===== src/verilog/entropy_pkg.sv =====
package entropy_pkg;

	localparam int WORD_W = 16;
	localparam int ADDR_W = 18;
	localparam int WINDOW_W = 32;
	localparam int COEF_W = 16;
	localparam int BLOCK_SIZE = 64;
	localparam int IDX_W = 6;
	localparam int FILL_W = $clog2(WINDOW_W + 1); // Holds 0 to WINDOW_W

	typedef logic signed [COEF_W-1:0] coef_t;

	typedef enum logic [2:0] {
		PAIR3,
		SINGLE3,
		SINGLE6,
		END_ZEROS,
		SINGLE9,
		ZERO_RUN
	} code_kind_t;

	// Scan index to row-major position
	localparam logic [IDX_W-1:0] ZIGZAG [BLOCK_SIZE] = '{
		 0,  1,  8, 16,  9,  2,  3, 10,
		17, 24, 32, 25, 18, 11,  4,  5,
		12, 19, 26, 33, 40, 48, 41, 34,
		27, 20, 13,  6,  7, 14, 21, 28,
		35, 42, 49, 56, 57, 50, 43, 36,
		29, 22, 15, 23, 30, 37, 44, 51,
		58, 59, 52, 45, 38, 31, 39, 46,
		53, 60, 61, 54, 47, 55, 62, 63
	};

	// Shift exponents by table and row-major position, one row of the block per line
	localparam logic [2:0] QUANT_EXP [2][BLOCK_SIZE] = '{
		'{
			3, 3, 3, 3, 4, 4, 4, 4,
			3, 3, 3, 4, 4, 4, 4, 5,
			3, 3, 4, 4, 4, 4, 5, 5,
			3, 4, 4, 4, 4, 5, 5, 5,
			4, 4, 4, 4, 5, 5, 5, 5,
			4, 4, 4, 5, 5, 5, 5, 6,
			4, 4, 5, 5, 5, 5, 6, 6,
			4, 5, 5, 5, 5, 6, 6, 6
		},
		'{
			1, 1, 2, 2, 3, 3, 4, 4,
			1, 2, 2, 3, 3, 4, 4, 5,
			2, 2, 3, 3, 4, 4, 5, 5,
			2, 3, 3, 4, 4, 5, 5, 6,
			3, 3, 4, 4, 5, 5, 6, 6,
			3, 4, 4, 5, 5, 6, 6, 6,
			4, 4, 5, 5, 6, 6, 6, 6,
			4, 5, 5, 6, 6, 6, 6, 6
		}
	};

endpackage


===== src/verilog/bit_stream_if.sv =====
interface bit_stream_if;
	import entropy_pkg::*;

	logic [WINDOW_W-1:0] window; // Oldest bit at the top
	logic [FILL_W-1:0] fill;
	logic consume;
	logic [FILL_W-1:0] consume_len;

	modport producer (
		output window,
		output fill,
		input  consume,
		input  consume_len
	);

	modport consumer (
		input  window,
		input  fill,
		output consume,
		output consume_len
	);

endinterface


===== src/verilog/bit_window.sv =====
module bit_window #(
	parameter int MEM_LATENCY = 2
) (
	input  logic Clock,
	input  logic Resetn,
	output logic [entropy_pkg::ADDR_W-1:0] mem_addr,
	output logic mem_rd,
	input  logic [entropy_pkg::WORD_W-1:0] mem_data,
	bit_stream_if.producer win
);
	import entropy_pkg::*;

	logic [WINDOW_W-1:0] window;
	logic [FILL_W-1:0] fill;
	logic [1:0] in_flight;
	logic [MEM_LATENCY-1:0] valid_pipe;
	logic arrive;
	logic issue;
	logic [FILL_W-1:0] kept;
	logic [WINDOW_W-1:0] shifted;
	logic [WINDOW_W-1:0] incoming;

	assign arrive = valid_pipe[MEM_LATENCY-1];

	// Words still in flight count as full words, so the window can never overflow
	assign issue = (7'(fill) + 7'({in_flight, 4'd0})) <= 7'(WORD_W);

	assign kept = win.consume ? fill - win.consume_len : fill;
	assign shifted = win.consume ? window << win.consume_len : window;

	// New word lands right below the bits that survive this cycle's consume
	assign incoming = {mem_data, {(WINDOW_W - WORD_W){1'b0}}} >> kept;

	always_ff @(posedge Clock or negedge Resetn) begin
		if (!Resetn) begin
			window <= '0;
			fill <= '0;
			in_flight <= '0;
			valid_pipe <= '0;
			mem_rd <= 1'b0;
			mem_addr <= '0;
		end else begin
			mem_rd <= issue;
			if (mem_rd) begin
				mem_addr <= mem_addr + 1'b1; // Points at the next unread word
			end
			valid_pipe <= (valid_pipe << 1) | MEM_LATENCY'(mem_rd);
			in_flight <= in_flight + 2'(issue) - 2'(arrive);

			if (arrive) begin
				window <= shifted | incoming;
				fill <= kept + FILL_W'(WORD_W);
			end else begin
				window <= shifted;
				fill <= kept;
			end
		end
	end

	assign win.window = window;
	assign win.fill = fill;

	// Read accounting must keep every merge inside the window
	a_fill_bound: assert property (
		@(posedge Clock) disable iff (!Resetn)
		fill <= FILL_W'(WINDOW_W)
	);

endmodule


===== src/verilog/vlc_decoder.sv =====
module vlc_decoder (
	input  logic Clock,
	input  logic Resetn,
	input  logic hold,
	bit_stream_if.consumer win,
	output logic code_valid,
	output entropy_pkg::code_kind_t code_kind,
	output entropy_pkg::coef_t value_a,
	output entropy_pkg::coef_t value_b,
	output logic [3:0] run_len
);
	import entropy_pkg::*;

	localparam int MAX_CODE_LEN = 13;

	logic [WINDOW_W-1:0] w;
	code_kind_t kind;
	logic [FILL_W-1:0] len;
	coef_t a;
	coef_t b;
	logic [3:0] n;
	logic go;

	assign w = win.window;

	always_comb begin
		kind = SINGLE3;
		len = FILL_W'(5);
		a = '0;
		b = '0;
		n = 4'd0;
		casez (w[31:28])
			4'b00??: begin
				kind = PAIR3;
				len = FILL_W'(8);
				a = {{(COEF_W - 3){w[29]}}, w[29:27]};
				b = {{(COEF_W - 3){w[26]}}, w[26:24]};
			end
			4'b01??: begin
				a = {{(COEF_W - 3){w[29]}}, w[29:27]};
			end
			4'b100?: begin
				kind = SINGLE6;
				len = FILL_W'(9);
				a = {{(COEF_W - 6){w[28]}}, w[28:23]};
			end
			4'b1010: begin
				kind = END_ZEROS;
				len = FILL_W'(4);
			end
			4'b1011: begin
				kind = SINGLE9;
				len = FILL_W'(13);
				a = {{(COEF_W - 9){w[27]}}, w[27:19]};
			end
			default: begin
				kind = ZERO_RUN;
				n = (w[29:27] == 3'd0) ? 4'd8 : {1'b0, w[29:27]}; // Count of 0 stands for 8
			end
		endcase
	end

	// Any code fits once the window holds the longest one
	assign go = !hold && (win.fill >= FILL_W'(MAX_CODE_LEN));
	assign win.consume = go;
	assign win.consume_len = len;

	always_ff @(posedge Clock or negedge Resetn) begin
		if (!Resetn) begin
			code_valid <= 1'b0;
		end else begin
			code_valid <= go;
		end
	end

	always_ff @(posedge Clock) begin
		if (go) begin
			code_kind <= kind;
			value_a <= a;
			value_b <= b;
			run_len <= n;
		end
	end

	a_consume_fits: assert property (
		@(posedge Clock) disable iff (!Resetn)
		win.consume |-> win.consume_len <= win.fill
	);

endmodule


===== src/verilog/coeff_sequencer.sv =====
module coeff_sequencer (
	input  logic Clock,
	input  logic Resetn,
	input  logic start,
	input  logic code_valid,
	input  entropy_pkg::code_kind_t code_kind,
	input  entropy_pkg::coef_t value_a,
	input  entropy_pkg::coef_t value_b,
	input  logic [3:0] run_len,
	output logic hold,
	output logic coef_valid,
	output logic [entropy_pkg::IDX_W-1:0] coef_index,
	output entropy_pkg::coef_t coef_value,
	output logic block_ready
);
	import entropy_pkg::*;

	typedef enum logic [2:0] {
		S_IDLE,
		S_DECODE,
		S_PAIR2,
		S_RUN,
		S_FILL,
		S_READY
	} seq_state_t;

	seq_state_t state;
	seq_state_t state_next;
	logic [IDX_W-1:0] scan;
	logic [3:0] zero_left;
	logic emit;
	coef_t emit_value;
	logic last;

	assign last = (scan == IDX_W'(BLOCK_SIZE - 1));

	always_comb begin
		state_next = state;
		emit = 1'b0;
		emit_value = '0;
		case (state)
			S_IDLE, S_READY: begin
				if (start) state_next = S_DECODE;
			end
			S_DECODE: begin
				if (code_valid) begin
					emit = 1'b1;
					emit_value = value_a;
					case (code_kind)
						PAIR3: state_next = S_PAIR2;
						END_ZEROS: begin
							emit_value = '0;
							state_next = S_FILL;
						end
						ZERO_RUN: begin
							emit_value = '0;
							if (run_len != 4'd1) state_next = S_RUN;
						end
						default: ;
					endcase
				end
			end
			S_PAIR2: begin
				emit = 1'b1;
				emit_value = value_b;
				state_next = S_DECODE;
			end
			S_RUN: begin
				emit = 1'b1;
				if (zero_left == 4'd1) state_next = S_DECODE;
			end
			S_FILL: emit = 1'b1;
			default: state_next = S_IDLE;
		endcase
		if (emit && last) state_next = S_READY; // Anything left of the code is dropped
	end

	// The decoder runs only when a fresh code can be taken on the next cycle
	assign hold = (state_next != S_DECODE);

	always_ff @(posedge Clock or negedge Resetn) begin
		if (!Resetn) begin
			state <= S_IDLE;
			scan <= '0;
			zero_left <= 4'd0;
			coef_valid <= 1'b0;
			block_ready <= 1'b0;
		end else begin
			state <= state_next;
			coef_valid <= emit;
			block_ready <= (state_next == S_READY);
			if (emit) scan <= scan + 1'b1; // Wraps to 0 for the next block
			if (state == S_DECODE && code_valid && code_kind == ZERO_RUN) begin
				zero_left <= run_len - 4'd1;
			end else if (state == S_RUN) begin
				zero_left <= zero_left - 4'd1;
			end
		end
	end

	always_ff @(posedge Clock) begin
		if (emit) begin
			coef_index <= scan;
			coef_value <= emit_value;
		end
	end

	// Back-to-back coefficients always belong to one block
	a_no_wrap: assert property (
		@(posedge Clock) disable iff (!Resetn)
		coef_valid && $past(coef_valid) |-> coef_index > $past(coef_index)
	);

endmodule


===== src/verilog/dequantizer.sv =====
module dequantizer (
	input  logic Clock,
	input  logic start,
	input  logic q_select,
	input  logic coef_valid,
	input  logic [entropy_pkg::IDX_W-1:0] coef_index,
	input  entropy_pkg::coef_t coef_value,
	input  logic [entropy_pkg::IDX_W-1:0] rd_addr,
	output entropy_pkg::coef_t rd_data
);
	import entropy_pkg::*;

	coef_t store [BLOCK_SIZE];
	logic q_sel;
	logic [IDX_W-1:0] pos;
	logic [2:0] exp_val;
	coef_t scaled;

	assign pos = ZIGZAG[coef_index];
	assign exp_val = QUANT_EXP[q_sel][pos];
	assign scaled = coef_value <<< exp_val;

	always_ff @(posedge Clock) begin
		if (start) begin
			q_sel <= q_select; // Table stays fixed for the whole block
		end
		if (coef_valid) begin
			store[pos] <= scaled;
		end
		rd_data <= store[rd_addr];
	end

endmodule


===== src/verilog/entropy_decode_top.sv =====
module entropy_decode_top #(
	parameter int MEM_LATENCY = 2
) (
	input  logic Clock,
	input  logic Resetn,
	input  logic start,
	input  logic q_select,
	output logic [entropy_pkg::ADDR_W-1:0] mem_addr,
	output logic mem_rd,
	input  logic [entropy_pkg::WORD_W-1:0] mem_data,
	output logic block_ready,
	input  logic [entropy_pkg::IDX_W-1:0] rd_addr,
	output entropy_pkg::coef_t rd_data
);
	import entropy_pkg::*;

	logic hold;
	logic code_valid;
	code_kind_t code_kind;
	coef_t value_a;
	coef_t value_b;
	logic [3:0] run_len;
	logic coef_valid;
	logic [IDX_W-1:0] coef_index;
	coef_t coef_value;

	bit_stream_if bits ();

	bit_window #(
		.MEM_LATENCY(MEM_LATENCY)
	) u_window (
		.Clock(Clock),
		.Resetn(Resetn),
		.mem_addr(mem_addr),
		.mem_rd(mem_rd),
		.mem_data(mem_data),
		.win(bits.producer)
	);

	vlc_decoder u_vlc (
		.Clock(Clock),
		.Resetn(Resetn),
		.hold(hold),
		.win(bits.consumer),
		.code_valid(code_valid),
		.code_kind(code_kind),
		.value_a(value_a),
		.value_b(value_b),
		.run_len(run_len)
	);

	coeff_sequencer u_seq (
		.Clock(Clock),
		.Resetn(Resetn),
		.start(start),
		.code_valid(code_valid),
		.code_kind(code_kind),
		.value_a(value_a),
		.value_b(value_b),
		.run_len(run_len),
		.hold(hold),
		.coef_valid(coef_valid),
		.coef_index(coef_index),
		.coef_value(coef_value),
		.block_ready(block_ready)
	);

	dequantizer u_deq (
		.Clock(Clock),
		.start(start),
		.q_select(q_select),
		.coef_valid(coef_valid),
		.coef_index(coef_index),
		.coef_value(coef_value),
		.rd_addr(rd_addr),
		.rd_data(rd_data)
	);

endmodule


===== config.mk =====
export PLATFORM = sky130hd
export DESIGN_NAME = entropy_decode_top
export DESIGN_NICKNAME = d
export VERILOG_FILES = /design/src/verilog/entropy_pkg.sv /design/src/verilog/bit_stream_if.sv /design/src/verilog/bit_window.sv /design/src/verilog/vlc_decoder.sv /design/src/verilog/coeff_sequencer.sv /design/src/verilog/dequantizer.sv /design/src/verilog/entropy_decode_top.sv
export SDC_FILE = /design/constraint.sdc
export NUM_CORES = 1
export LEC_CHECK = 0
export BUFFER_PORTS_ARGS = -buffer_cell sky130_fd_sc_hd__clkbuf_2
export CORE_MARGIN = 1.5
export CORE_UTILIZATION = 30
export CTS_CLUSTER_DIAMETER = 80
export CTS_CLUSTER_SIZE = 25
export DETAILED_ROUTE_END_ITERATION = 7
export PLACE_DENSITY = 0.53
export SLEW_MARGIN = 30
export SYNTH_ARGS = -nofsm -noshare
export SYNTH_HDL_FRONTEND = slang
export SYNTH_SLANG_ARGS = --single-unit

===== constraint.sdc =====
create_clock -name Clock -period 8.7 [get_ports Clock]
set_input_delay 0.435 -clock Clock [delete_from_list [all_inputs] [get_ports Clock]]
set_output_delay 0.435 -clock Clock [all_outputs]
set_load 0.01 [all_outputs]

After elaboration in Yosys (flattened, before gate mapping):

Memories as Yosys holds them, arrays and structs flattened. A register that Yosys moved wholly into a read port is not among the register bits.
Cells that the tools add are included.

* reduce and logical (&&, ||, !) cells: 16
* bitwise logic cells: 5
* shift operators: 3
* equality and inequality tests: 16
* $lt $le $gt $ge: 5
* add/subtract/negate cells: 9
* mux-type cells: 32

Operators by type and width (count)
* $mux 192: 2
* $mux 191: 1
* $mux 32: 2
* $pmux 16 s3: 1
* $mux 16: 2
* $or 32x32->32: 1
* $pmux 16 s2: 1
* $shl 32x4->32: 1
* $shr 32x6->32: 1
* $pmux 3 s5: 2
* $mux 6: 4
* $mux 3: 7
* $add 18x1->18 const B: 1
* $bmux 3 s6: 1
* $pmux 4 s4: 1
* $sshl 16x3->16: 1
* $eq 3x3->1 const B: 5
* $ge 7x7->1 const B: 2
* $not 6->7: 2
* $mux 4: 3
* $eq 3x2->1 const B: 3
* $logic_not 3->1: 3
* $pmux 3 s3: 1
* $eq 4x4->1 const B: 2
* 28 further kinds: 36

* RAM bits: 1024
* bits in read-only memories: 384
* output and inout bits: 36
* word-level logic and storage cells: 108
* input bits: 26
* memories kept: 2
* bits in registers: 126

Memory list
* u_deq.store: words 64, bits a word 16, read ports 1, clocked after memory_dff 1, wr ports 1, line dequantizer.sv:13 `coef_t store [BLOCK_SIZE];`
* (no name shown): words 64, bits a word 6, read ports 1, clocked after memory_dff 0, wr ports 0, line dequantizer.sv:19 `assign pos = ZIGZAG[coef_index];`

Depth between registers and ports, before layout:

Gate-level depths: netlist of run 1.

* word-level depth: 13
* gate-level depth with buffers: 20

By module:

From an unflattened synthesis of run 1, not the netlist that was laid out.

* cells, all modules: 2687
* area total of the unflattened synthesis: 50011.7 um2

By module, submodules not included
* dequantizer: times used 1, seq. area each 31099.8 um2, area an instance 41835.1 um2, cells an instance 1871
* bit_window: times used 1, seq. area each 1526.5 um2, area an instance 5375.2 um2, cells an instance 590
* coeff_sequencer: times used 1, seq. area each 1036.0 um2, area an instance 1727.9 um2, cells an instance 128
* vlc_decoder: times used 1, seq. area each 595.6 um2, area an instance 1073.5 um2, cells an instance 98

Worst setup path after synthesis of run 1:

Ideal clock, no wire load.

* path type: reg2reg
* start point: register u_seq.coef_index[0] in the netlist's numbering
* end point: memory u_deq.store[0][2] in the netlist's numbering (data pin)
* cell stages (with the launch flop): 19
* data arrival time: 6.540 ns
* path slack: 1.439 ns
* setup time: 0.721 ns
* cell sequence: edfxtp_1 > buf_2 > inv_1 > ha_1 > buf_2 > or3b_1 > o2111ai_1 > a32oi_1 > and2_1 > clkbuf_1 > ha_1 > nor4_1 > a311oi_1 > a22oi_1 > a211oi_2 > a311oi_4 > mux2i_1 > nor2b_1 > a211oi_1

* cells in the longest elaborated chain, start to end: 9

RTL lines
* from (decl): line coeff_sequencer.sv:12 `output logic [entropy_pkg::IDX_W-1:0] coef_index,`
* from (signal assigned): line coeff_sequencer.sv:103 `coef_index <= scan;`
* $not 6->7 (not written as such): line dequantizer.sv:19
* $mem_v2 64x6
* $mux 6 (not written as such) (2 in series): line dequantizer.sv:19
* $not 6->7 (not written as such): line dequantizer.sv:20 `assign exp_val = QUANT_EXP[q_sel][pos];`
* $bmux 3 s6: line dequantizer.sv:20
* $mux 3 (not written as such) (2 in series): line dequantizer.sv:20
* $sshl 16x3->16: line dequantizer.sv:21 `assign scaled = coef_value <<< exp_val;`
* named net u_deq.scaled[2]: line dequantizer.sv:17 `coef_t scaled;`
* to (decl): line dequantizer.sv:13

The timed path passes the listed nets, and every way through them passes these cells. The select of a mux whose other input is x is not followed.

Worst setup path after layout of run 1:

* start point: register u_seq.coef_index[0] in the netlist's numbering
* end point: memory u_deq.store[62][3] in the netlist's numbering (data pin)

The elaborated chain is that of the path after synthesis.

==> results of run 1 <==
==> path summary, 6_finish.rpt <==
path,cells past startpoint,to,from,slack (ns)
max,15,u_deq.store[62][3]$_DFFE_PP_,u_seq.coef_index[0]$_DFFE_PP_,2.23
min,2,u_window.win.fill[1]$_DFF_PN0_,Resetn,0.14
max reg2reg,15,u_deq.store[62][3]$_DFFE_PP_,u_seq.coef_index[0]$_DFFE_PP_,2.23
min reg2reg,0,u_window.valid_pipe[1]$_DFF_PN0_,u_window.valid_pipe[0]$_DFF_PN0_,0.36
max in group asynchronous,3,u_window.mem_addr[7]$_DFFE_PN0P_,Resetn,7.40
min in group Clock,5,u_window.win.window[31]$_DFF_PN0_,mem_data[15],0.28
==> sequential cells by signal, indices dropped and copies added, names as in the netlist, 3 cells and up <==
| name | flops |
|---|---|
| u_deq.rd_data | 16 |
| u_deq.store | 1024 |
| u_seq.coef_index | 6 |
| u_seq.coef_value | 9 |
| u_seq.scan | 6 |
| u_seq.state | 3 |
| u_seq.zero_left | 4 |
| u_vlc.code_kind | 3 |
| u_vlc.run_len | 4 |
| u_vlc.value_a | 9 |
| u_vlc.value_b | 3 |
| u_window.mem_addr | 18 |
| u_window.win.fill | 6 |
| u_window.win.window | 32 |
==> logic make-up (layout without fill, tap and decap cells) <==
kind of cell	after synthesis	after routing
xor gates and xnor gates	38	38
other	0	2
adders and majority gates	35	35
AOI/OAI and AO/OA	259	259
buffers and inverters	176	307
and+or+nand+nor	405	405
muxes	459	459
DFF	1152	1152
==> stage by stage <==
| stage | area (um^2) | worst slack (ns) | utilization [%] | instances | hold slack, ns |
|---|---|---|---|---|---|
| 6_report | 53840 | 2.235 | 33.61 | 4817 | 0.1387 |
| 5_1_grt | 53830 | 1.773 | 33.60 | 4815 | 0.1403 |
| 4_1_cts | 53780 | 2.285 | 33.57 | 4812 | 0.09666 |
| 3_5_place_dp | 51920 | 2.311 | 32.41 | 4708 | 0.3379 |
| 3_3_place_gp | 51850 | 2.307 | 32.37 | 4706 | 0.3348 |
| 2_1_floorplan | 48340 | 1.439 | - | 2524 | 0.1394 |
==> synthesized netlist by cell type (all sizes together), types with 14 or more instances <==
library cell / instances / area (um^2)
a211oi: 25 / 202.7
a21oi: 73 / 365.4
a311oi: 15 / 172.7
buf: 53 / 269.0
clkbuf: 84 / 315.3
dfrtp: 77 / 1927
dfxtp: 16 / 320.3
edfxtp: 1059 / 31800
ha: 33 / 412.9
inv: 36 / 135.1
mux2: 37 / 420.4
mux2i: 82 / 828.3
mux4: 340 / 7657
nand2: 126 / 485.5
nand2b: 25 / 156.4
nand3: 29 / 150.1
nand4: 14 / 87.58
nor2: 125 / 471.7
nor2b: 21 / 131.4
o21ai: 25 / 128.9
xnor2: 29 / 254.0
==> routing by layer <==
layer  vias to the layer above  GRT usage [%]  share of wire (%)  wire length [um]
met4                         0          3.238                1.9              2335
li1                      10510              -                  -                 -
met2                       590          24.77                 49             60650
met5                         -              0                  0                 0
met3                       109          1.587                4.2              5149
met1                     13080          21.05                 44             54470
==> cell type report <==
cell class,instances,area (um^2),area share [%]
antenna,2,5.005,0.009296
clock buffer,86,1609,2.989
clock inverter,15,222.7,0.4137
inverter,39,146.4,0.2719
multi-input combinational,1196,13890,25.79
sequential,1152,34050,63.24
tap,2160,2703,5.020
timing repair buffer,167,1216,2.259
==> critical path: stages, from the launching register on <==
cell and delay (ns):
sky130_fd_sc_hd__edfxtp_1 0.64, sky130_fd_sc_hd__inv_1 0.22, sky130_fd_sc_hd__ha_1 0.46, sky130_fd_sc_hd__or3b_1 0.40, sky130_fd_sc_hd__o2111ai_1 0.12, sky130_fd_sc_hd__a32oi_1 0.17
sky130_fd_sc_hd__and2_1 0.30, sky130_fd_sc_hd__ha_1 0.28, sky130_fd_sc_hd__nor4_1 0.50, sky130_fd_sc_hd__o211ai_1 0.19, sky130_fd_sc_hd__o311a_1 0.21, sky130_fd_sc_hd__a311oi_4 0.82
sky130_fd_sc_hd__mux2i_1 0.39, sky130_fd_sc_hd__mux2i_1 0.32, sky130_fd_sc_hd__nor2b_4 0.72, sky130_fd_sc_hd__buf_4 0.47
==> reports/results.env, run 1 <==
MAX_FREQ_MHz=154.7
GRT-OVFL-TOTAL=0
SYNTH_CELL_TYPE_COUNT=97
GRT_PASS1_VIAS=24550
ROUTE.FINAL.WIRE_LENGTH_UM=122600
CTS_HTREE_LEVELS=2
DIE-HEIGHT_UM=404.4
DPL.HPWL_UM=70990
SETUP.WORST_PATH.CLASS='register to register'
CRITICAL_PATH.MAX_FANOUT=33
LAYOUT_COMMONEST_CELL='sky130_fd_sc_hd__edfxtp_1'
CTS_TREE='done'
WORST_SETUP_PATH_END_KIND='register'
SYNTH-XOR-AREA-SHARE_PCT=0.6885
LARGEST_FAMILY_OF_LOGIC_CELLS_BY_SYNTHESIZED_AREA='multiplexers'
WORST_SKEW_PAIR.LATE_LATENCY_NS=0.73
TIMING.FINAL.CRIT_SHARE_PCT=74.31
CELL_AT_THE_ROOT_OF_THE_CLOCK_TREE='sky130_fd_sc_hd__clkbuf_16'
DR.PASS1.ITERS=5
LAYOUT_COMMON_CELLS='sky130_fd_sc_hd__edfxtp_1, sky130_fd_sc_hd__mux4_2, sky130_fd_sc_hd__nand2_1'
FLOORPLAN.INITIALDENSITY_PCT=30.18
SYNTHESIS.AREA_PER_INSTANCE_UM2=19.15
FINCLKSKEW_NS=0.06785
DRT_FIRST_ITER_VIOLATIONS=2396
LAYOUT.NETS=2673
SYN_TO_FINAL_GROWTH_PCT=11.36
DRTANTENNAVIOLNETS=0
POSTCTSSETUPREPAIRBUFS=0
POST_DRT_WL_PER_CELL_UM=25.45
SYN-CELL-AREA_MM2=0.04834
GRT.TOTAL_USAGE_PCT=14.89
ROWS=147
FINAL_HOLD_FAILS=0
SYNTH_COMPOUND_AREA_SHARE_PCT=4.038
DESIGN.PORTCOUNT=62
SHARE_OF_SYNTHESIZED_AREA_SPENT_ON_MULTIPLEXERS_PCT=18.42
BUFFER_PORTS.INSERTED=61
ASYNC_RESET_FF_SHARE_PCT=6.684
DRC=0
GRT_PASS1_WL_UM=178000
CHIPWIDTH_UM=404.4
REQUIRED_TIME_REPORTED_FOR_THE_CRITICAL_PATH_ENDPOINT_NS=9.17
COREAREA_MM2=0.1602
CTS_BUFFER_DEPTH=3
CTS_BUFFERS=57
RD_PLACE_CONGESTION=0.8146
ARRIVAL_NS=6.93
SYNTH.YOSYS.SEQ_AREA_SHARE_PCT=70.43
SYNTH-EDFF-COUNT=1059
DIEAREA_MM2=0.1636
POST_ROUTE_CELLS_DRIVE_ABOVE_1_SHARE_PCT=27.42
OUTCOME='finished, final reports clean'
SYN-INSTANCE-COUNT=2524
KIND_OF_PATH_BEHIND_THE_TIGHTEST_HOLD_CHECK='input pin to asynchronous set/reset pin'
SETUP_VIOLATIONS=0
VIA_PER_INST=5.043
TOTAL_OF_FLIP_FLOPS_PLUS_LATCHES_AFTER_SYNTHESIS=1152
DR_TOTAL_VIAS=24290
LARGEST_NET_DEGREE_AT_THE_START_OF_GLOBAL_ROUTING=124
MAPPEDNETLISTNETS=2584
TNS_NS=0
START_KIND='register'
POSTCTSHOLDBUFS=3
MAX_CAP_VIOL_COUNT=0
SYNTH-ADDER-AREA-SHARE_PCT=0.9162
CTS-RESIZED-GATES=0
GRT_ANTENNA_BEFORE_REPAIR=7
FILLER_CELL_COUNT=15160
SLEW-LIMIT-HEADROOM_PCT=33.93
CLK_TRANSITION_REPORTED_PATHS_NS=0.10
SYNTH_FLOP_CELL='sky130_fd_sc_hd__edfxtp_1'
WORST_SLEW_PIN_SLEW_NS=0.9910
RSZ0062_AT_GRT='false'
FIN_CRIT_NS=6.465
SLEW_VIOL_FINAL=0
CTS_SINKS=1152
SYNTHSIMPLEGATEAREAFRAC_PCT=3.994
YS.WARNINGS.COUNT=0
Power of run 1 is not shown: default switching activity piles up to over one toggle a cycle in this logic, so the estimate is an artifact.
==> run 2: changes to the inputs <==
- clock period: 8.7 -> 6.6 ns (I/O delays scaled with it)
==> reports/results.env, run 2 (synthesis gave the netlist of run 1 again) <==
CTS_SINKS=1152  # unchanged
FINCLKSKEW_NS=0.06838  # +0.0005347 ns
WORST_SETUP_PATH_END_KIND='register'
CRIT_PATH_MAX_INCR_DELAY_NS=0.65  # -0.17 ns
LAYOUT_COMMON_CELLS='sky130_fd_sc_hd__edfxtp_1, sky130_fd_sc_hd__mux4_2, sky130_fd_sc_hd__nand2_1'
START_KIND='register'
DESIGN_AREA_MM2=0.05462  # +1.5%
WORST_SLEW_PIN_SLEW_NS=1.038  # +0.04726 ns
LENGTH_IN_CELLS_OF_THE_WORST_REG_TO_REG_PATH=17  # +2
FINAL_HOLD_FAILS=0  # unchanged
DPL_CELL_AREA_MM2=0.05271  # +1.5%
DRT_FIRST_ITER_VIOLATIONS=2552  # +6.5%
TNS_NS=0  # unchanged
SETUP_VIOLATIONS=0  # unchanged
CLK_TRANSITION_REPORTED_PATHS_NS=0.10  # about the same
GRT.TOTAL_USAGE_PCT=15.91  # +1.0 points
PRE_CTS_WS_NS=0.6564  # -1.655 ns
DELAY_HEAVIEST_FAMILY_CP='compound AO/OA/AOI/OAI gates'
PLACE_INST=4707  # -0.021%
FILLER_CELL_COUNT=15020  # -0.89%
REGMOSTFLOPS='u_deq.store'
FINAL_CELLS=4817  # unchanged
REGTOREGENDPOINT='u_deq.store[51][14]$_DFFE_PP_'
CP.BUFFERS_INVERTERS=4  # +2
LAYOUT_COMMONEST_CELL='sky130_fd_sc_hd__edfxtp_1'
REQUIRED_TIME_REPORTED_FOR_THE_CRITICAL_PATH_ENDPOINT_NS=7.06  # -2.11 ns
ROWS=147  # unchanged
MAX_FREQ_MHz=172.2  # +11%
DRC=0  # unchanged
LAYOUT.NETS=2674  # +0.037%
CTS_HTREE_LEVELS=2  # unchanged
COREAREA_MM2=0.1602  # unchanged
LAYOUT_TOP_REGISTERS='u_deq.store x1024, u_window.win.window x32, u_window.mem_addr x18'
POST_DRT_WL_PER_CELL_UM=27.15  # +6.7%
OUTCOME='finished, final reports clean'
FIN_WS_NS=0.7918  # -1.443 ns
GRT_PASS1_VIAS=25060  # +2.1%
FLOORPLAN.INITIALDENSITY_PCT=30.18  # unchanged
DRTANTENNAVIOLNETS=0  # unchanged
MAX_CAP_VIOL_COUNT=0  # unchanged
KIND_OF_PATH_BEHIND_THE_TIGHTEST_HOLD_CHECK='input pin to asynchronous set/reset pin'
GRT_PASS1_WL_UM=186900  # +5.0%
GRT-OVFL-TOTAL=0  # unchanged
TIMING.FINAL.CRIT_SHARE_PCT=88.00  # +14 points
ROUTE.FINAL.WIRE_LENGTH_UM=130800  # +6.7%
RSZ0062_AT_GRT='false'
POST_ROUTE_CELLS_DRIVE_ABOVE_1_SHARE_PCT=27.04  # -0.38 points
SLEW_VIOL_FINAL=0  # unchanged
CTS_TREE='done'
CRITICAL_PATH.CELL_CHAIN='inv_1 -> ha_1 -> mux2_4 -> a221oi_4 -> a32oi_2 -> nand2_4 -> inv_2 -> ha_1 -> maj3_1 -> nand2_1 -> a21oi_1 -> a211oi_4 -> buf_4 -> nand2_1 -> nor2_1 -> mux2_2 -> buf_4'
FIN_CRIT_NS=5.808  # -0.6570 ns
CTS_BUFFERS=56  # -1.8%
DIEAREA_MM2=0.1636  # unchanged
DESIGN.PORTCOUNT=62  # unchanged
BUFFER_PORTS.INSERTED=61  # unchanged
DR_TOTAL_VIAS=24790  # +2.0%
SETUP.WORST_PATH.CLASS='register to register'
DIE-HEIGHT_UM=404.4  # unchanged
WORSTSETUPPATHDEPTH=17  # +2
WORST_SKEW_PAIR.LATE_LATENCY_NS=0.72  # about the same
GRT_ANTENNA_BEFORE_REPAIR=3  # -4
LARGEST_NET_DEGREE_AT_THE_START_OF_GLOBAL_ROUTING=91  # -27%
TIMING.CRITICAL_PATH.SLOWEST_STAGE_CELL='sky130_fd_sc_hd__mux2_2'
LARGEST_REGISTER_FFS=1024  # unchanged
CHIPWIDTH_UM=404.4  # unchanged
SYN_TO_FINAL_GROWTH_PCT=12.99
CELL_AT_THE_ROOT_OF_THE_CLOCK_TREE='sky130_fd_sc_hd__clkbuf_16'
VIA_PER_INST=5.145  # +2.0%
DR.PASS1.ITERS=5  # unchanged
DPL.HPWL_UM=79920  # +13%
RD_PLACE_CONGESTION=0.8437  # +3.6%
CRIT-REG2REG-LAUNCH='u_seq.coef_index[0]$_DFFE_PP_'
CRITICAL_PATH.MAX_FANOUT=33  # unchanged
SLEW-LIMIT-HEADROOM_PCT=30.62  # -3.3 points
ARRIVAL_NS=6.27  # -0.66 ns
CTS_BUFFER_DEPTH=3  # unchanged
REG2REG_SLACK_NS=0.79  # -1.44 ns
[run 2: cell count changes in the layout (fill, tap and decap cells not counted), moves of 2 or more]
cell | previous run | this run
sky130_fd_sc_hd__buf_12 | 2 | 10
sky130_fd_sc_hd__buf_16 | 2 | 28
sky130_fd_sc_hd__buf_4 | 99 | 64
sky130_fd_sc_hd__buf_6 | 2 | 0
sky130_fd_sc_hd__buf_8 | 3 | 8
sky130_fd_sc_hd__clkbuf_1 | 25 | 29
sky130_fd_sc_hd__clkbuf_16 | 60 | 56
sky130_fd_sc_hd__inv_12 | 4 | 2
sky130_fd_sc_hd__nor2_1 | 62 | 67
sky130_fd_sc_hd__nor2_2 | 53 | 3
sky130_fd_sc_hd__nor2_4 | 10 | 55
[run 2: final cells by class]
type                       count  area [um^2]  area share (%)
clock buffer                  85         1510           2.765
inverter                      39        146.4          0.2680
multi-input combinational   1196        14110           25.83
antenna                        2        5.005        0.009163
tap                         2160         2703           4.948
timing repair buffer         169         1882           3.445
clock inverter                14        219.0          0.4009
sequential                  1152        34050           62.33
[run 2: what timing repair did]
item                                    4_1_cts  5_1_grt
gates resized for setup                       0        0
hold buffers                                  3        0
hold endpoints to repair                     25        0
setup buffers                                 0        0
endpoints found under the setup margin        0        0
[run 2: worst max-delay path by stage]
stage	slack, ns	from	endpoint
6_report	0.79	u_seq.coef_index[0]$_DFFE_PP_	u_deq.store[51][14]$_DFFE_PP_
5_1_grt	0.42	u_seq.coef_index[0]$_DFFE_PP_	u_deq.store[37][14]$_DFFE_PP_
4_1_cts	0.61	u_seq.coef_index[0]$_DFFE_PP_	u_deq.store[34][14]$_DFFE_PP_
3_5_place_dp	0.66	u_seq.coef_index[0]$_DFFE_PP_	u_deq.store[34][14]$_DFFE_PP_
3_3_place_gp	0.71	u_seq.coef_index[0]$_DFFE_PP_	u_deq.store[32][14]$_DFFE_PP_
2_1_floorplan	0.16	u_seq.coef_index[0]$_DFFE_PP_	u_deq.store[0][9]$_DFFE_PP_
[run 2: layer usage]
layer,vias to the layer above,global-route usage [%],share of wire (%),routed length [um]
met3,147,2.033,5.9,7654
met4,0,5.046,3.1,3990
met1,13310,22.54,44,57030
met2,798,25.44,47,62120
li1,10530,-,-,-
met5,-,0,0,0
[run 2: through the flow]
stage / hold WS, ns / util (%)
3_3_place_gp: 0.2737 / 32.42
5_1_grt: 0.06806 / 34.09
4_1_cts: 0.03255 / 34.00
3_5_place_dp: 0.2780 / 32.90
2_1_floorplan: 0.03441 / -
6_report: 0.06854 / 34.10
Power of run 2 is left out for the same reason.
==> run 3: changes to the inputs <==
- CORE_UTILIZATION: 30 -> 63
- PLACE_DENSITY: 0.53 -> 0.89
==> reports/results.env, run 3 (synthesis gave the netlist of run 1 again) <==
MET2_WIRELENGTH_UM=64870  # +4.4%
REGMOSTFLOPS='u_deq.store'
DR_TOTAL_VIAS=27470  # +11%
SETUP_VIOLATIONS=0  # unchanged
SYN_TO_FINAL_GROWTH_PCT=7.834
LARGEST_REGISTER_FFS=1024  # unchanged
POST_ROUTE_CELLS_DRIVE_ABOVE_1_SHARE_PCT=24.99  # -2.1 points
GRT_PASS1_WL_UM=189700  # +1.5%
DESIGN_AREA_MM2=0.05213  # -4.6%
WORST_SETUP_PATH_END_KIND='register'
START_KIND='register'
OUTCOME='finished, final reports clean'
DRT_FIRST_ITER_VIOLATIONS=4380  # +72%
SLEW_VIOL_FINAL=0  # unchanged
FINAL_HOLD_FAILS=0  # unchanged
CRIT_PATH_MAX_INCR_DELAY_NS=0.63  # -0.02 ns
LARGEST_NET_DEGREE_AT_THE_START_OF_GLOBAL_ROUTING=102  # +12%
CHIPWIDTH_UM=280.0  # -31%
DESIGN.PORTCOUNT=62  # unchanged
DIEAREA_MM2=0.07841  # -52%
RSZ0062_AT_GRT='false'
KIND_OF_PATH_BEHIND_THE_TIGHTEST_HOLD_CHECK='input pin to register'
FINAL_CELLS=3693  # -23%
ARRIVAL_NS=6.52  # +0.25 ns
WORST_SKEW_PAIR.LATE_LATENCY_NS=0.67  # -0.05 ns
CTS-RESIZED-GATES=0  # unchanged
CRITICAL_PATH.CELL_CHAIN='inv_1 -> ha_1 -> or3b_1 -> o2111ai_1 -> a32oi_1 -> and2_1 -> ha_1 -> nor4_1 -> a311oi_1 -> a22oi_1 -> a211oi_2 -> a311oi_4 -> buf_12 -> buf_4 -> mux2_2 -> mux2i_1 -> mux2i_4 -> buf_4'
GRT_PASS1_VIAS=27050  # +7.9%
GRT.TOTAL_USAGE_PCT=34.40  # +18 points
DR.PASS1.ITERS=7  # +2
DRTANTENNAVIOLNETS=0  # unchanged
DPL.HPWL_UM=76760  # -4.0%
MAX_CAP_VIOL_COUNT=0  # unchanged
GRT_ANTENNA_BEFORE_REPAIR=7  # +4
LAYOUT_COMMON_CELLS='sky130_fd_sc_hd__edfxtp_1, sky130_fd_sc_hd__mux4_2, sky130_fd_sc_hd__nand2_1'
BUFFER_PORTS.INSERTED=61  # unchanged
RD_PLACE_CONGESTION=0.9017  # +6.9%
MET1_LENGTH_UM=43520  # -24%
FLOORPLAN.INITIALDENSITY_PCT=63.65  # +33 points
CTS_BUFFERS=54  # -3.6%
TIMING.CRITICAL_PATH.SLOWEST_STAGE_CELL='sky130_fd_sc_hd__edfxtp_1'
SLEW-LIMIT-HEADROOM_PCT=29.78  # -0.83 points
ROUTE.FINAL.WIRE_LENGTH_UM=133700  # +2.2%
MAX_FREQ_MHz=161.0  # -6.5%
ROUTED.TOP_LAYER='met5'
DPL_CELL_AREA_MM2=0.05038  # -4.4%
CRITICAL_PATH.MAX_FANOUT=64  # +94%
FINCLKSKEW_NS=0.03989  # -0.02850 ns
SETUP.WORST_PATH.CLASS='register to register'
REQUIRED_TIME_REPORTED_FOR_THE_CRITICAL_PATH_ENDPOINT_NS=6.91  # -0.15 ns
VIA_PER_INST=7.439  # +45%
CTS_SINKS=1152  # unchanged
LAYOUT_TOP_REGISTERS='u_deq.store x1024, u_window.win.window x32, u_window.mem_addr x18'
TNS_NS=0  # unchanged
CTS_HTREE_LEVELS=2  # unchanged
LAYOUT_COMMONEST_CELL='sky130_fd_sc_hd__edfxtp_1'
FIN_CRIT_NS=6.211  # +0.4031 ns
CTS_BUFFER_DEPTH=3  # unchanged
WORST_SLEW_PIN_SLEW_NS=1.052  # +0.01385 ns
CLK_TRANSITION_REPORTED_PATHS_NS=0.10  # about the same
TIMING.FINAL.CRIT_SHARE_PCT=94.11  # +6.1 points
DIE-HEIGHT_UM=280.0  # -31%
POST_DRT_WL_PER_CELL_UM=36.19  # +33%
CTS_TREE='done'
DRC=0  # unchanged
FINALCOREUTILIZATION_PCT=68.64  # +35 points
MET3WIRELENGTH_UM=16240  # +110%
LAYOUT.NETS=2675  # +0.037%
ROWS=101  # -31%
CELL_AT_THE_ROOT_OF_THE_CLOCK_TREE='sky130_fd_sc_hd__clkbuf_16'
PLACE_INST=3582  # -24%
GRT-OVFL-TOTAL=0  # unchanged
COREAREA_MM2=0.07595  # -53%
run 3: routing by layer:
metal / track usage [%] / up-vias
met3: 7.070 / 578
met4: 18.20 / 10
met5: 0 / -
met2: 56.18 / 2551
met1: 44.07 / 13820
li1: - / 10520
run 3: metrics by stage:
| stage | hold WS [ns] | setup slack (ns) |
|---|---|---|
| after global placement | 0.3397 | 0.6342 |
| after detailed placement | 0.3358 | 0.3175 |
| after CTS | 0.2125 | 0.2538 |
| after global routing | 0.2559 | 0.05117 |
| final | 0.2498 | 0.3887 |
| after floorplan | 0.03441 | 0.1561 |
run 3: final cells by class:
type	count	area, um^2
Multi-Input combinational cell	1196	13740
Clock buffer	93	1529
Tap cell	1030	1289
Antenna cell	2	5.005
Sequential cell	1152	34050
Timing Repair Buffer	172	1265
Fill cell	4407	23820
Clock inverter	9	112.6
Inverter	39	146.4
run 3: worst max-delay path: cells and delay by family, from the launching register on:
kind / cells / cell delay [ns]
compound gates: 6 / 1.06
fa+ha+maj: 2 / 0.78
buf+inv: 4 / 0.96
flops: 1 / 0.63
mux: 3 / 1.13
simple gates: 3 / 1.28
run 3: worst paths after layout:
kind	from	endpoint	slack, ns	depth (start not counted)
min in group asynchronous	Resetn	u_window.mem_addr[17]$_DFFE_PN0P_	0.28	2
min reg2reg	u_window.valid_pipe[0]$_DFF_PN0_	u_window.valid_pipe[1]$_DFF_PN0_	0.36	0
min	mem_data[15]	u_window.win.window[31]$_DFF_PN0_	0.25	5
max	u_seq.coef_index[0]$_DFFE_PP_	u_deq.store[54][9]$_DFFE_PP_	0.39	18
max reg2reg	u_seq.coef_index[0]$_DFFE_PP_	u_deq.store[54][9]$_DFFE_PP_	0.39	18
max in group asynchronous	Resetn	u_seq.state[2]$_DFF_PN0_	5.75	2
run 3: what timing repair did:
item / CTS / global route
hold buffers: 3 / 0
setup endpoints to repair: 0 / 386
buffers inserted: 0 / 4
hold endpoints to repair: 79 / 0
Power of run 3 is left out for the same reason.
